==> src/hw/bp_params.svh <==
`ifndef BP_PARAMS_SVH
`define BP_PARAMS_SVH

// virtual address width
`define BP_VADDR_W 32

// fetch block, pc low bits are always zero
`define BP_BLOCK_BYTES 16
`define BP_BLOCK_OFF_W 4

// micro-BTB, 8 entries
`define BP_UBTB_IDX_W 3
`define BP_UBTB_TAG_W 8

// main BTB, 32 entries
`define BP_BTB_IDX_W 5
`define BP_BTB_TAG_W 10

`define BP_RESET_PC 32'h8000_0000

`endif

==> src/hw/bp_pkg.sv <==
`include "bp_params.svh"

package bp_pkg;

    // one fetch block prediction
    typedef struct packed {
        logic                   valid;
        logic [`BP_VADDR_W-1:0] start_addr;
        logic [`BP_VADDR_W-1:0] target;
        logic                   taken;
        logic                   redirect;
    } bp_pred_t;

    // micro-BTB keeps the taken target only
    typedef struct packed {
        logic [`BP_VADDR_W-1:0] target;
    } bp_ubtb_entry_t;

    // main BTB adds a 2-bit direction counter
    typedef struct packed {
        logic [`BP_VADDR_W-1:0] target;
        logic [1:0]             ctr;
    } bp_btb_entry_t;

endpackage

==> src/hw/bp_update_if.sv <==
`timescale 1ns/1ps
`include "bp_params.svh"

interface bp_update_if;

    logic                   valid;
    logic [`BP_VADDR_W-1:0] pc;
    logic [`BP_VADDR_W-1:0] target;
    logic                   taken;

    // commit side
    modport src (
        output valid,
        output pc,
        output target,
        output taken
    );

    // predictor tables
    modport sink (
        input valid,
        input pc,
        input target,
        input taken
    );

endinterface

==> src/hw/bp_s1_stage.sv <==
`timescale 1ns/1ps
`include "bp_params.svh"

module bp_s1_stage (
    input  logic                   clk,
    input  logic                   arst_n_i,
    input  logic                   stall_i,
    input  logic                   squash_i,
    input  logic [`BP_VADDR_W-1:0] squash_target_i,
    input  logic                   s2_redirect_i,
    input  logic [`BP_VADDR_W-1:0] s2_target_i,
    bp_update_if.sink              upd,
    output bp_pkg::bp_pred_t       s1_pred_o
);

    logic [`BP_VADDR_W-1:0] pc_q;
    logic                   started_q;

    logic                   ubtb_hit;
    bp_pkg::bp_ubtb_entry_t ubtb_rd_data;
    bp_pkg::bp_ubtb_entry_t ubtb_wr_data;
    logic                   ubtb_wr_en;
    logic                   ubtb_inv_en;

    logic [`BP_VADDR_W-1:0] fall_through;

    // taken trains a target, not taken drops the entry
    assign ubtb_wr_en          = upd.valid && upd.taken;
    assign ubtb_inv_en         = upd.valid && !upd.taken;
    assign ubtb_wr_data.target = upd.target;

    bp_tag_table #(
        .IDX_W   (`BP_UBTB_IDX_W),
        .TAG_W   (`BP_UBTB_TAG_W),
        .entry_t (bp_pkg::bp_ubtb_entry_t)
    ) u_ubtb (
        .clk       (clk),
        .arst_n_i  (arst_n_i),
        .rd_pc_i   (pc_q),
        .wr_en_i   (ubtb_wr_en),
        .wr_pc_i   (upd.pc),
        .wr_data_i (ubtb_wr_data),
        .inv_en_i  (ubtb_inv_en),
        .rd_hit_o  (ubtb_hit),
        .rd_data_o (ubtb_rd_data)
    );

    assign fall_through = pc_q + `BP_VADDR_W'(`BP_BLOCK_BYTES);

    always_comb begin
        s1_pred_o.valid      = started_q && !stall_i && !squash_i;
        s1_pred_o.start_addr = pc_q;
        s1_pred_o.target     = ubtb_hit ? ubtb_rd_data.target : fall_through;
        s1_pred_o.taken      = ubtb_hit;
        s1_pred_o.redirect   = 1'b0;
    end

    // one idle cycle after reset before the first valid block
    always_ff @(posedge clk or negedge arst_n_i) begin
        if (!arst_n_i) begin
            started_q <= 1'b0;
        end else begin
            started_q <= 1'b1;
        end
    end

    // next pc: squash, then stall, then stage-2 override
    always_ff @(posedge clk or negedge arst_n_i) begin
        if (!arst_n_i) begin
            pc_q <= `BP_RESET_PC;
        end else if (squash_i) begin
            pc_q <= squash_target_i;
        end else if (stall_i || !started_q) begin
            pc_q <= pc_q;
        end else if (s2_redirect_i) begin
            pc_q <= s2_target_i;
        end else begin
            pc_q <= s1_pred_o.target;
        end
    end

endmodule

==> src/hw/bp_s2_stage.sv <==
`timescale 1ns/1ps
`include "bp_params.svh"

module bp_s2_stage (
    input  logic                   clk,
    input  logic                   arst_n_i,
    input  logic                   stall_i,
    input  logic                   squash_i,
    input  bp_pkg::bp_pred_t       s1_pred_i,
    bp_update_if.sink              upd,
    output bp_pkg::bp_pred_t       s2_pred_o,
    output logic                   s2_redirect_o,
    output logic [`BP_VADDR_W-1:0] s2_target_o
);

    bp_pkg::bp_pred_t       s2_q;

    logic                   btb_hit;
    bp_pkg::bp_btb_entry_t  btb_rd_data;
    logic                   upd_hit;
    bp_pkg::bp_btb_entry_t  upd_rd_data;
    bp_pkg::bp_btb_entry_t  btb_wr_data;
    logic                   btb_wr_en;

    logic                   pred_taken;
    logic [`BP_VADDR_W-1:0] pred_target;
    logic                   live;

    always_ff @(posedge clk or negedge arst_n_i) begin
        if (!arst_n_i) begin
            s2_q <= '0;
        end else if (squash_i || s2_redirect_o) begin
            s2_q <= '0;
        end else if (!stall_i) begin
            s2_q <= s1_pred_i;
        end
    end

    // prediction port
    bp_tag_table #(
        .IDX_W   (`BP_BTB_IDX_W),
        .TAG_W   (`BP_BTB_TAG_W),
        .entry_t (bp_pkg::bp_btb_entry_t)
    ) u_btb (
        .clk       (clk),
        .arst_n_i  (arst_n_i),
        .rd_pc_i   (s2_q.start_addr),
        .wr_en_i   (btb_wr_en),
        .wr_pc_i   (upd.pc),
        .wr_data_i (btb_wr_data),
        .inv_en_i  (1'b0),
        .rd_hit_o  (btb_hit),
        .rd_data_o (btb_rd_data)
    );

    // copy of the BTB read by the update pc, written identically
    bp_tag_table #(
        .IDX_W   (`BP_BTB_IDX_W),
        .TAG_W   (`BP_BTB_TAG_W),
        .entry_t (bp_pkg::bp_btb_entry_t)
    ) u_btb_upd (
        .clk       (clk),
        .arst_n_i  (arst_n_i),
        .rd_pc_i   (upd.pc),
        .wr_en_i   (btb_wr_en),
        .wr_pc_i   (upd.pc),
        .wr_data_i (btb_wr_data),
        .inv_en_i  (1'b0),
        .rd_hit_o  (upd_hit),
        .rd_data_o (upd_rd_data)
    );

    // a miss that was not taken leaves the table alone
    assign btb_wr_en = upd.valid && (upd_hit || upd.taken);

    always_comb begin
        btb_wr_data = upd_rd_data;
        if (upd_hit) begin
            if (upd.taken) begin
                btb_wr_data.target = upd.target;
                if (upd_rd_data.ctr != 2'd3) begin
                    btb_wr_data.ctr = upd_rd_data.ctr + 2'd1;
                end
            end else if (upd_rd_data.ctr != 2'd0) begin
                btb_wr_data.ctr = upd_rd_data.ctr - 2'd1;
            end
        end else begin
            // new entry starts weakly taken
            btb_wr_data.target = upd.target;
            btb_wr_data.ctr    = 2'd2;
        end
    end

    assign pred_taken  = btb_hit && btb_rd_data.ctr[1];
    assign pred_target = pred_taken ? btb_rd_data.target
                                    : s2_q.start_addr + `BP_VADDR_W'(`BP_BLOCK_BYTES);

    // stall and squash outrank the override
    assign live          = s2_q.valid && !stall_i && !squash_i;
    assign s2_redirect_o = live && (pred_target != s2_q.target);
    assign s2_target_o   = pred_target;

    always_comb begin
        s2_pred_o.valid      = live;
        s2_pred_o.start_addr = s2_q.start_addr;
        s2_pred_o.target     = pred_target;
        s2_pred_o.taken      = pred_taken;
        s2_pred_o.redirect   = s2_redirect_o;
    end

endmodule

==> src/hw/bp_tag_table.sv <==
`timescale 1ns/1ps
`include "bp_params.svh"

module bp_tag_table #(
    parameter int  IDX_W   = 3,
    parameter int  TAG_W   = 8,
    parameter type entry_t = logic [`BP_VADDR_W-1:0]
) (
    input  logic                   clk,
    input  logic                   arst_n_i,
    input  logic [`BP_VADDR_W-1:0] rd_pc_i,
    input  logic                   wr_en_i,
    input  logic [`BP_VADDR_W-1:0] wr_pc_i,
    input  entry_t                 wr_data_i,
    input  logic                   inv_en_i,
    output logic                   rd_hit_o,
    output entry_t                 rd_data_o
);

    localparam int DEPTH   = 1 << IDX_W;
    localparam int IDX_LO  = `BP_BLOCK_OFF_W;
    localparam int TAG_LO  = IDX_LO + IDX_W;

    logic [DEPTH-1:0] valid_q;
    logic [TAG_W-1:0] tag_q [DEPTH];
    entry_t           data_q [DEPTH];

    logic [IDX_W-1:0] rd_idx;
    logic [TAG_W-1:0] rd_tag;
    logic [IDX_W-1:0] wr_idx;
    logic [TAG_W-1:0] wr_tag;

    assign rd_idx = rd_pc_i[IDX_LO +: IDX_W];
    assign rd_tag = rd_pc_i[TAG_LO +: TAG_W];
    assign wr_idx = wr_pc_i[IDX_LO +: IDX_W];
    assign wr_tag = wr_pc_i[TAG_LO +: TAG_W];

    // lookup is combinational
    assign rd_hit_o  = valid_q[rd_idx] && (tag_q[rd_idx] == rd_tag);
    assign rd_data_o = data_q[rd_idx];

    always_ff @(posedge clk or negedge arst_n_i) begin
        if (!arst_n_i) begin
            valid_q <= '0;
        end else if (wr_en_i) begin
            valid_q[wr_idx] <= 1'b1;
        end else if (inv_en_i && (tag_q[wr_idx] == wr_tag)) begin
            // only drop the entry that belongs to this block
            valid_q[wr_idx] <= 1'b0;
        end
    end

    always_ff @(posedge clk) begin
        if (wr_en_i) begin
            tag_q[wr_idx]  <= wr_tag;
            data_q[wr_idx] <= wr_data_i;
        end
    end

endmodule

==> src/hw/branch_predictor.sv <==
`timescale 1ns/1ps
`include "bp_params.svh"

module branch_predictor (
    input  logic                   clk,
    input  logic                   arst_n_i,
    input  logic                   stall_i,
    input  logic                   squash_i,
    input  logic [`BP_VADDR_W-1:0] squash_target_i,
    input  logic                   update_valid_i,
    input  logic [`BP_VADDR_W-1:0] update_pc_i,
    input  logic [`BP_VADDR_W-1:0] update_target_i,
    input  logic                   update_taken_i,
    output logic                   pred_valid_o,
    output logic [`BP_VADDR_W-1:0] pred_start_o,
    output logic [`BP_VADDR_W-1:0] pred_target_o,
    output logic                   pred_taken_o,
    output logic                   pred_redirect_o
);

    bp_pkg::bp_pred_t       s1_pred;
    bp_pkg::bp_pred_t       s2_pred;
    bp_pkg::bp_pred_t       out_pred;
    logic                   s2_redirect;
    logic [`BP_VADDR_W-1:0] s2_target;

    bp_update_if upd_if ();

    // commit-time training
    assign upd_if.valid  = update_valid_i;
    assign upd_if.pc     = update_pc_i;
    assign upd_if.target = update_target_i;
    assign upd_if.taken  = update_taken_i;

    bp_s1_stage u_s1 (
        .clk             (clk),
        .arst_n_i        (arst_n_i),
        .stall_i         (stall_i),
        .squash_i        (squash_i),
        .squash_target_i (squash_target_i),
        .s2_redirect_i   (s2_redirect),
        .s2_target_i     (s2_target),
        .upd             (upd_if.sink),
        .s1_pred_o       (s1_pred)
    );

    bp_s2_stage u_s2 (
        .clk           (clk),
        .arst_n_i      (arst_n_i),
        .stall_i       (stall_i),
        .squash_i      (squash_i),
        .s1_pred_i     (s1_pred),
        .upd           (upd_if.sink),
        .s2_pred_o     (s2_pred),
        .s2_redirect_o (s2_redirect),
        .s2_target_o   (s2_target)
    );

    // stage 2 wins only when it overrides
    assign out_pred = s2_redirect ? s2_pred : s1_pred;

    assign pred_valid_o    = out_pred.valid;
    assign pred_start_o    = out_pred.start_addr;
    assign pred_target_o   = out_pred.target;
    assign pred_taken_o    = out_pred.taken;
    assign pred_redirect_o = out_pred.redirect;

endmodule

==> config.mk <==
export PLATFORM = sky130hd
export DESIGN_NAME = branch_predictor
export DESIGN_NICKNAME = d
export VERILOG_FILES = /design/src/hw/bp_pkg.sv /design/src/hw/bp_update_if.sv /design/src/hw/bp_s1_stage.sv /design/src/hw/bp_s2_stage.sv /design/src/hw/bp_tag_table.sv /design/src/hw/branch_predictor.sv
export VERILOG_INCLUDE_DIRS = /design/src /design/src/hw
export SDC_FILE = /design/constraint.sdc
export NUM_CORES = 2
export LEC_CHECK = 0
export BUFFER_PORTS_ARGS = -buffer_cell sky130_fd_sc_hd__buf_2
export CORE_MARGIN = 2
export CORE_UTILIZATION = 57
export DETAILED_ROUTE_END_ITERATION = 6
export HOLD_SLACK_MARGIN = 0.15
export PLACE_DENSITY = 0.8
export SYNTH_ARGS = -nofsm -noshare
export SYNTH_HDL_FRONTEND = slang
export SYNTH_SLANG_ARGS = --single-unit
==> constraint.sdc <==
create_clock -name clk -period 4.95 [get_ports clk]
set_clock_uncertainty 0.2 [all_clocks]
set_input_delay 0.2475 -clock clk [delete_from_list [all_inputs] [get_ports clk]]
set_output_delay 0.2475 -clock clk [all_outputs]
set_load 0.1 [all_outputs]
==> out/metrics.cfg <==
[run_status]
status = complete, but fails checks
violations = DRC, setup timing

[worst_setup_path]
required_ps = 4500
cp_data_arrival_time_ps = 5610
critical_path_buf_inv_count = 7
crit_path_frequent_cell = buf_12
crit_path_end_kind = primary output
critPathLaunchType = flop
path_cells = buf_6 -> buf_12 -> mux4_2 -> mux2i_1 -> o2111ai_2 -> and3_4 -> o211a_4 -> and3_1 -> buf_4 -> nand3_4 -> buf_6 -> a21oi_1 -> a221oi_2 -> nand4_1 -> o31a_4 -> buf_4 -> buf_12 -> mux2_4 -> buf_12
critical_path.max_fanout = 10
crit_type = flop to primary output
max_stage_delay_ps = 540
path_delay_family = compound AO/OA/AOI/OAI gates
slowest_stage = dfrtp_4

[place]
dp_hpwl_um = 174600
dpl.cell_count = 7033
place_congestion = 1.003
io_buffers = 151

[run]
drv_cap = 0

[routing]
wl_per_cell_um = 39.49
drc = 27
drt_iter0_markers = 10720
ant_nets = 0
postRouteWirelength_um = 301400
vias = 57890
vias_per_cell = 7.585
drt_pass1_iterations = 7

[synthesis]
synthTopCellsByCount = 1728 x edfxtp_1, 806 x mux4_2, 193 x clkbuf_1, 192 x a22oi_1, 180 x nand2_1
netlist_area_mm2 = 0.08718
synthArstFlopShare_pct = 8.957
synth-edff-count = 1728
syn-num-nets = 4771
yosysMostFrequentCell = edfxtp_1
yosysTopAreaCellShare_pct = 59.52
syn-instance-count = 4667
ys_top_cells_by_area = edfxtp_1 60%, mux4_2 21%, dfrtp_1 4.9%, a22oi_1 1.7%, mux2i_1 1.5%
yosys.area.top_type = edfxtp_1
ys_types = 76
yosysSeqAreaShare_pct = 64.40
ys.flop_type = edfxtp_1
avgSynthCellArea_um2 = 18.68
ys_ff_latch = 1898
yosysWarnings = 0

[floorplanning]
dieArea_mm2 = 0.1561
num_rows = 143
boundaryPins = 169
die_w_um = 395.1
start_util_pct = 57.39
core_mm2 = 0.1519
die_h_um = 395.1

[global_routing]
grt_antenna_before_repair = 16
grt_pass1_wl_um = 425800
overflow = 0
grt_max_degree = 100
grt_pass1_vias = 58800
grtUsageTotal_pct = 38.54

[pwr]
power.leakage_nw = 35.39
fin_total_pwr_mw = 38.42
peakVddDrop_mv = 0.3009
power_density_mw_per_mm2 = 362.9

[layout]
drive_gt1_share_pct = 36.73
stdcell_count = 7633
fin_nets = 5541
area_delta_synth_final_pct = 21.44

[sta]
fin_crit_ps = 6057
fmax_mhz = 165.1
max_slew_margin_pct = 24.22
period_share_pct = 122.4
rsz0062_at_grt = true
postLayoutSetupSlackWorst_ps = -1107
worst_pin_slew_ps = 1137
hold_viol = 0
finalSetupViolCount = 153
drv_slew = 0

[clock_network]
cts_max_level = 4
clockBufferDepth = 3
root_buffer = clkbuf_16
cts_tree = done
insertion_delay_ps = 850
cts_sinks = 1898
cts_buffers = 184
cts.reportedPaths.clkPinSlew_ps = 70

[hold_path]
min_path_type = primary input to flop

final timing paths:
kind	startpoint	to	slack, ps	cells past startpoint
max	u_s2.s2_pred_o[39]	pred_target_o[24]	-1110	19
min	update_pc_i[8]	u_s1.u_ubtb.tag_q[7][1]	190	2
max reg2reg	u_s2.s2_pred_o[39]	u_s2.s2_pred_o[38]	-270	20
min reg2reg	u_s2.u_btb_upd.valid_q[5]	u_s2.u_btb_upd.valid_q[5]	260	1
max in group asynchronous	arst_n_i	u_s2.u_btb.valid_q[4]	3320	4
min in group asynchronous	arst_n_i	u_s1.pc_q[31]	320	3
power by group:
part,switching [mW],internal [mW]
sequential,0.303,17.8
combinational,2.95,2.24
clock,6.36,8.78
total,9.61,28.8
layout make-up:
cell class | instances | area, um^2
antenna | 5 | 12.51
sequential | 1898 | 56170
timing repair buffer | 937 | 10600
multi-input combinational | 2366 | 29860
inverter | 50 | 227.7
fill | 8539 | 46030
tap | 2030 | 2540
clock inverter | 119 | 1530
clock buffer | 228 | 4927
metrics by stage:
stage / hold slack, ps / util, % / setup WS, ps / TNS [ps] / cell area [um^2]
2_1_floorplan: -248.1 / - / -363.3 / -196380 / 87350
3_3_place_gp: 227.5 / 63.19 / -494.8 / -96150 / 95990
3_5_place_dp: 243.6 / 63.19 / -519.0 / -133070 / 95990
4_1_cts: 153.5 / 69.52 / -958.4 / -60000 / 105600
5_1_grt: 185.9 / 69.69 / -1190 / -97370 / 105900
6_report: 191.8 / 69.70 / -1107 / -84430 / 105900
sequential cells by signal, indices dropped and copies added, names as in the netlist, named ones only:
name,flops
u_s2.u_btb.tag_q,320
u_s2.s2_q,33
u_s2.u_btb.data_q,238
u_s1.started_q,1
u_s1.u_ubtb.data_q,256
u_s1.u_ubtb.tag_q,64
u_s2.s2_pred_o,32
u_s2.u_btb_upd.data_q,850
u_s2.u_btb_upd.valid_q,32
u_s1.pc_q,32
u_s2.u_btb.valid_q,32
cell families (layout without fill, tap and decap cells):
kind of cell | count (synthesis) | count (layout) | synth area share [%]
compound gates | 599 | 599 | 4.883
other cells | 1 | 6 | 0.004301
mux | 1012 | 1012 | 23.41
buf+inv | 403 | 1334 | 2.204
xor+xnor | 110 | 110 | 1.105
flops | 1898 | 1898 | 64.40
fa+ha+maj | 2 | 2 | 0.02870
simple gates | 642 | 642 | 3.965
cells in the final DEF (no fill, tap or decap), drive strengths merged, types with 7 or more instances in the layout:
cell         count
a21o            33
mux4           806
nor2            93
dlygate4sd3    210
nor2b           43
dfrtp          169
clkbuf         231
and4            37
or3              7
mux2i          130
a31oi            7
xnor2           67
buf            715
o21ai          110
nand3           38
nand2          180
nor3            14
and2            24
a22oi          192
a2111oi          7
nand4           31
bufbuf           9
a221oi           8
nand2b         110
nor4            15
inv             26
o22ai           35
a22o            68
o211ai           9
a211oi          21
clkinv         105
bufinv          32
xor2            43
mux2            76
o221ai           9
a21oi           50
edfxtp        1728
nand3b           8
and3            19
what timing repair did:
action | in CTS | in global routing
endpoints found under the hold margin | 1806 | 0
hold buffers | 211 | 0
endpoints found under the setup margin | 164 | 345
cloned | 9 | 2
setup buffers | 21 | 5
gates resized for setup | 115 | 31
pin swaps | 17 | 4
layer usage:
layer / part of all wire [%] / track usage [%] / vias to the layer above
met1: 30 / 46.26 / 28920
li1: - / - / 21180
met4: 8.8 / 27.31 / 18
met3: 16 / 13.64 / 1582
met5: 0.040 / 0 / -
met2: 46 / 58.47 / 6194
Power figures use the tool's default switching activity.
